==> src/l2_cache_pkg.sv <==
package l2_cache_pkg;

    // cache geometry
    localparam int set_bits    = 5;
    localparam int way_bits    = 2;
    localparam int offset_bits = 5;
    localparam int tag_bits    = 32 - offset_bits - set_bits;
    localparam int num_sets    = 1 << set_bits;
    localparam int num_ways    = 1 << way_bits;
    localparam int line_bits   = 256;

    typedef logic [line_bits-1:0] line_t;

    // byte address split into tag, set index and line offset
    typedef struct packed {
        logic [tag_bits-1:0]    tag;
        logic [set_bits-1:0]    index;
        logic [offset_bits-1:0] offset;
    } addr_fields_t;

    typedef union packed {
        logic [31:0]  raw;
        addr_fields_t fields;
    } cache_addr_u;

    // client side request, held until mem_resp
    typedef struct packed {
        logic        read;
        logic        write;
        cache_addr_u addr;
        line_t       wdata;
    } mem_req_t;

    // memory side request, held until pmem_resp
    typedef struct packed {
        logic        read;
        logic        write;
        logic [31:0] addr;
        line_t       wdata;
    } pmem_req_t;

    typedef struct packed {
        logic way_sel_lru;
        logic load_line;
        logic load_valid;
        logic load_dirty;
        logic load_lru;
        logic line_from_client;
        logic valid_in;
        logic dirty_in;
        logic addr_from_victim;
        logic rdata_from_pmem;
        logic load_wb_reg;
    } dp_ctrl_t;

    typedef struct packed {
        logic hit;
        logic victim_valid;
        logic victim_dirty;
    } dp_status_t;

    typedef enum logic [2:0] {
        st_idle,
        st_lookup,
        st_compare,
        st_writeback,
        st_refill,
        st_respond
    } cache_state_e;

endpackage
==> src/l2_cache_control.sv <==
`timescale 1ns/1ns

module l2_cache_control (
    input  logic                     clk,
    input  logic                     rst_n,
    input  logic                     read,
    input  logic                     write,
    input  l2_cache_pkg::dp_status_t status,
    input  logic                     pmem_resp,
    output l2_cache_pkg::dp_ctrl_t   ctrl,
    output logic                     pmem_read,
    output logic                     pmem_write,
    output logic                     mem_resp
);
    import l2_cache_pkg::*;

    cache_state_e state;
    cache_state_e next_state;

    // set for one cycle after the refill line has arrived
    logic refill_done;
    // remembers that the current request went down the miss path
    logic miss;

    always_ff @(posedge clk) begin
        if (!rst_n) begin
            state       <= st_idle;
            refill_done <= 1'b0;
            miss        <= 1'b0;
        end else begin
            state       <= next_state;
            refill_done <= (state == st_refill) && pmem_resp;
            if (state == st_compare) begin
                miss <= !status.hit;
            end else if (state == st_idle) begin
                miss <= 1'b0;
            end
        end
    end

    always_comb begin
        next_state = state;
        case (state)
            st_idle: begin
                if (read || write) begin
                    next_state = st_lookup;
                end
            end
            // arrays need a second cycle before the compare copy is ready
            st_lookup: begin
                next_state = st_compare;
            end
            st_compare: begin
                if (status.hit) begin
                    next_state = st_respond;
                end else if (status.victim_valid && status.victim_dirty) begin
                    next_state = st_writeback;
                end else begin
                    next_state = st_refill;
                end
            end
            st_writeback: begin
                if (pmem_resp) begin
                    next_state = st_refill;
                end
            end
            st_refill: begin
                if (refill_done) begin
                    next_state = st_respond;
                end
            end
            st_respond: begin
                next_state = st_idle;
            end
            default: begin
                next_state = st_idle;
            end
        endcase
    end

    // memory strobes and client response straight from the state
    assign pmem_write = (state == st_writeback);
    assign pmem_read  = (state == st_refill) && !refill_done;
    assign mem_resp   = (state == st_respond);

    always_comb begin
        ctrl                  = '0;
        ctrl.valid_in         = 1'b1;
        // writes replace the whole line and leave it dirty
        ctrl.dirty_in         = write;
        ctrl.line_from_client = write;
        case (state)
            st_compare: begin
                if (status.hit) begin
                    ctrl.load_lru = 1'b1;
                    if (write) begin
                        ctrl.load_line  = 1'b1;
                        ctrl.load_dirty = 1'b1;
                    end
                end else begin
                    ctrl.way_sel_lru = 1'b1;
                    ctrl.load_wb_reg = 1'b1;
                end
            end
            st_writeback: begin
                ctrl.way_sel_lru      = 1'b1;
                ctrl.addr_from_victim = 1'b1;
            end
            st_refill: begin
                ctrl.way_sel_lru = 1'b1;
                if (refill_done) begin
                    // install line, tag and state bits in the victim way
                    ctrl.load_line       = 1'b1;
                    ctrl.load_valid      = 1'b1;
                    ctrl.load_dirty      = 1'b1;
                    ctrl.load_lru        = 1'b1;
                    ctrl.rdata_from_pmem = 1'b1;
                end
            end
            st_respond: begin
                ctrl.rdata_from_pmem = miss;
            end
            default: begin
            end
        endcase
    end

endmodule

==> config.mk <==
export PLATFORM = sky130hd
export DESIGN_NAME = l2_cache_control
export DESIGN_NICKNAME = d
export VERILOG_FILES = /design/src/l2_cache_pkg.sv /design/src/l2_cache_control.sv
export SDC_FILE = /design/constraint.sdc
export NUM_CORES = 1
export LEC_CHECK = 0
export BUFFER_PORTS_ARGS = -buffer_cell sky130_fd_sc_hd__buf_4
export CAP_MARGIN = 20
export CORE_AREA = 2 2 39 41
export CTS_CLUSTER_SIZE = 25
export DETAILED_ROUTE_END_ITERATION = 12
export DIE_AREA = 0 0 41 43
export GPL_TIMING_DRIVEN = 0
export PLACE_DENSITY = 0.68
export SLEW_MARGIN = 40
export SYNTH_ARGS = -nofsm -noshare
export SYNTH_HDL_FRONTEND = slang
export SYNTH_SLANG_ARGS = --single-unit
==> constraint.sdc <==
create_clock -name clk -period 1.8 [get_ports clk]
set_clock_uncertainty 0.05 [all_clocks]
set_input_delay 0.18 -clock clk [delete_from_list [all_inputs] [get_ports clk]]
set_output_delay 0.18 -clock clk [all_outputs]
set_load 0.01 [all_outputs]
# After elaboration in Yosys (flattened, before gate mapping)

Index checks and enable logic that the tools add are counted.

Bitwise gates (word level): 0
$add $sub $neg: 0
Eq/ne operators: 8
$lt $le $gt $ge: 0
Reductions and logical operators: 10
Shift operators: 0
$mul: 0
Multiplexer cells: 21
Divide/modulo/power cells: 0

Operator list:

| operator                                               | count |
|---|---|
| 2-to-1 mux 3 bit                                       | 5 |
| one-hot mux 3 bit (5 select lines)                     | 1 |
| 2-to-1 mux 1 bit                                       | 9 |
| equality test 3 x 2 -> 1 bit (second input constant)   | 2 |
| equality test 3 bit (second input constant)            | 2 |
| one-hot mux 1 bit (2 select lines)                     | 3 |
| 2-to-1 mux 4 bit                                       | 1 |
| inequality test 2 bit (second input constant)          | 2 |
| one-hot mux 2 bit (2 select lines)                     | 1 |
| equality test 3 x 1 -> 1 bit (second input constant)   | 1 |
| logical AND 1 bit                                      | 3 |
| zero test 3 bit                                        | 1 |
| AND reduction 3 bit                                    | 1 |
| zero test 1 bit                                        | 2 |
| 2-to-1 mux 2 bit                                       | 1 |
| inequality test 2 x 1 -> 1 bit (second input constant) | 1 |
| nonzero test 2 bit                                     | 1 |
| OR reduction 2 bit                                     | 1 |
| logical OR 1 bit                                       | 1 |

Memories kept: 0
Output and inout port bits: 14
Bits in writable memories: 0
ROM bits: 0
Latch bits: 0
Flip-flop bits (word level): 5
Input bits: 8

# Logic depth before layout (Yosys ltp)

Word-level depth: 4
Mapped depth: 5
Mapped depth without buffers: 3

# Worst setup path after synthesis

No wires, ideal clock.

Path kind: register to output
Start point: reg state[1]
End point: out ctrl[9] (netlist bit)
Stages on the path, launching flop included: 6
Path slack: 0.359 ns
Required time: 1.570 ns
Arrival time: 1.211 ns
Cells stage by stage: dfxtp_1 -> buf_6 -> nand3b_1 -> a21oi_1 -> o21a_1 -> buf_4

RTL lines:

| what                   | line                   | RTL |
|---|---|---|
| from (decl)            | l2_cache_control.sv:17 | `cache_state_e state;` |
| from (signal assigned) | l2_cache_control.sv:27 | `state <= st_idle;` |
| from (signal assigned) | l2_cache_control.sv:31 | `state <= next_state;` |
| to (decl)              | l2_cache_control.sv:10 | `output l2_cache_pkg::dp_ctrl_t ctrl,` |

==> flow_metrics.tcl <==
set metrics [dict create \
    status "complete, no violations" \
    synth_area_um2 439 \
    fmax_ghz 0.592 \
    path_buf_inv 3 \
    ioPinCount 22 \
    post_drt_via_cell_ratio 4.83 \
    synth_area_per_cell_um2 9.15 \
    p_comb_frac 0.383 \
    rsz0062_at_grt "false" \
    synth_nets 56 \
    grt_pass1_wl_mm 1.46 \
    arrival_ps 1460 \
    area_growth_pct 45.0 \
    synth_xor_area_frac 0 \
    die_h_um 43 \
    fill_cells 146 \
    vias 425 \
    rows 14 \
    design_area_um2 637 \
    dp_worst_setup_slack_ps 261 \
    crit_chain "buf_6, nor2_2, and3_4, o21a_1, buf_4, buf_4" \
    critPathLaunchType "flip-flop" \
    timing.hold.ws_ps 131 \
    fin_ws_ps 111 \
    cts_root_buf "clkbuf_4" \
    grt_pass1_vias 366 \
    synth_top_family_by_area "simple AND/OR/NAND/NOR gates" \
    fin_crit_ps 1690 \
    cts_tree "yes" \
    synth_compound_area_frac 0.251 \
    ys_ff_latch 5 \
    clock_path_buffers 2 \
    yosys.area_share.adder 0 \
    core_um2 1380 \
    power_density_nw_per_um2 663 \
    first_pass_iters 3 \
    drt-total-wl_um 970 \
    cts_resized 0 \
    fp.dieArea_um2 1760 \
    synth_mux_area_frac 0 \
    p_sw_w 0.000132 \
    yosys.area_share.simple 0.330 \
    cts.htree.levels 1 \
    drv_cap 0 \
    hold_buffers 0 \
    finalSetupViolCount 0 \
    die_w_um 41 \
    path_clk_slew_ps 40 \
    path_max_fanout 10 \
    setup.worst_path.class "reg -> out" \
    start_util 0.317 \
    synth.distinct_cells 27 \
    power.leakage_nw 0.302 \
    postCtsSetupRepairBufs 0 \
    grt_max_degree 11 \
    ys_seq_area_frac 0.228 \
    critPathRequiredTime_ps 1570 \
    cp_num_cells 6 \
    clock-sinks 5 \
    layout-drive-gt1-share 0.542 \
    peakVddDrop_mv 0.338 \
    report.final.slew_viol_count 0 \
    placed_area_um2 609 \
    wire_per_inst_um 11.0 \
    critPathTopFamily "buffers and inverters" \
    switching_share 0.312 \
    numCtsBuffers 3 \
    io_buffers 20 \
    nets 81 \
    ant_nets 0 \
    whs_path_depth 2 \
    hold_violations 0 \
    postSynthCellCount 48 \
    seqCellArea_um2 101 \
    p_int_w 0.000291 \
    clk_latency_ps 230 \
    multi_input_area_um2 259 \
    dpl.cell_count 84 \
    hp-class "in -> reg" \
    drc 0 \
    grt_overflow 0 \
    dp_hpwl_um 791 \
    antenna_cells 0 \
    fin_crit_sh 0.939 \
    endpoint_kind "primary output" \
    grt.total_usage 0.122 \
    ff2ff_path_depth 4 \
    fin_cells 88 \
    critPathMostFrequentCell "buf_4" \
    fin_setup_tns_ps 0 \
    slowest_stage "dfxtp_2" \
    yosysWarnings 0 \
    power_frac_seq 0.323 \
    critPathMaxStageDelay_ps 390 \
    place.gp.congestion 0.756 \
    dr.first_iter.drc_count 4 \
    antenna_found_initial 0 \
    p_clk_frac 0.294 \
]
## path summary, 6_finish.rpt
kind / startpoint / to / slack (ps)
hold / removal: rst_n / miss$_SDFFE_PN0P_ / 130
setup reg to reg: state[1]$_SDFFE_PN0P_ / state[0]$_SDFFE_PN0P_ / 540
setup / recovery: state[0]$_SDFFE_PN0P_ / ctrl[9] / 110
hold reg to reg: miss$_SDFFE_PN0P_ / miss$_SDFFE_PN0P_ / 530
## cell usage after synthesis
library cell,instances,area (µm²)
a211o_1,2,17.5
a211oi_1,1,7.51
a211oi_2,2,25.0
a21o_1,1,7.51
a21oi_1,2,10.0
a32o_1,1,10.0
and2b_1,1,7.51
and3_1,2,12.5
and3_4,1,11.3
and4bb_1,2,25.0
buf_2,1,5.00
buf_4,5,37.5
buf_6,2,22.5
conb_1,1,3.75
dfxtp_1,5,100
inv_1,4,15.0
nand2_1,1,3.75
nand2b_1,1,6.26
nand3b_1,2,15.0
nor2_2,1,6.26
nor2b_1,1,6.26
nor3_1,1,5.00
nor3_2,1,10.0
nor4_2,1,12.5
nor4b_4,1,23.8
o21a_1,3,22.5
o21ai_0,2,10.0
## flip-flops by register name, indices dropped and copies added (netlist names)
register and cells:
miss 1, refill_done 1, state 3
## power groups by stage
stage                     Sequential, W  Combinational (W)  Clock (W)
after floorplan                0.000134           0.000111          0
after global placement         0.000137           0.000162          0
after detailed placement       0.000137           0.000162          0
after CTS                      0.000135           0.000162   0.000131
after global routing           0.000137           0.000176   0.000140
final                          0.000136           0.000162   0.000124
## layer usage
metal	GRT usage	wire (µm)	vias up
li1	-	-	219
met1	0.156	452	187
met2	0.172	419	17
met3	0.0157	89	2
met4	0.100	10	0
met5	0	0	-
## layout make-up
class | count | share of cell area
plain buffers | 8 | 0.102
flip-flops and latches | 5 | 0.159
repair buffers | 20 | 0.236
inverters | 4 | 0.0236
well taps | 16 | 0.0314
multi-input cells | 31 | 0.407
clock buffers | 4 | 0.0413
## metrics by stage
step	total power (W)	util
floorplan	0.000245	-
global placement	0.000298	0.440
detailed placement	0.000299	0.440
CTS	0.000428	0.459
global route	0.000453	0.460
finish	0.000422	0.460
## cells in the final DEF (no fill, tap or decap)
| cell type | count |
|---|---|
| nor3_1 | 1 |
| nand2_1 | 1 |
| conb_1 | 1 |
| buf_6 | 2 |
| and3_1 | 2 |
| o21ai_0 | 2 |
| nor3_2 | 1 |
| a21oi_1 | 2 |
| dfxtp_1 | 4 |
| nand2b_1 | 1 |
| a32o_1 | 1 |
| a211o_1 | 2 |
| dfxtp_2 | 1 |
| buf_4 | 25 |
| nand3b_1 | 2 |
| and4bb_1 | 2 |
| and2b_1 | 1 |
| clkbuf_1 | 1 |
| nor4_2 | 1 |
| nor2_2 | 1 |
| clkbuf_4 | 3 |
| nor2b_1 | 1 |
| and3_4 | 1 |
| nor4b_4 | 1 |
| o21a_1 | 3 |
| buf_2 | 1 |
| a211oi_2 | 2 |
| a21o_1 | 1 |
| a211oi_1 | 1 |
| inv_1 | 4 |
## cells by family after synthesis
family,Yosys count
flip-flops,5
AO/OA/AOI/OAI,14
buffers and inverters,12
other,1
AND/OR/NAND/NOR,16
Note: power is estimated with default switching activity, not from simulation.
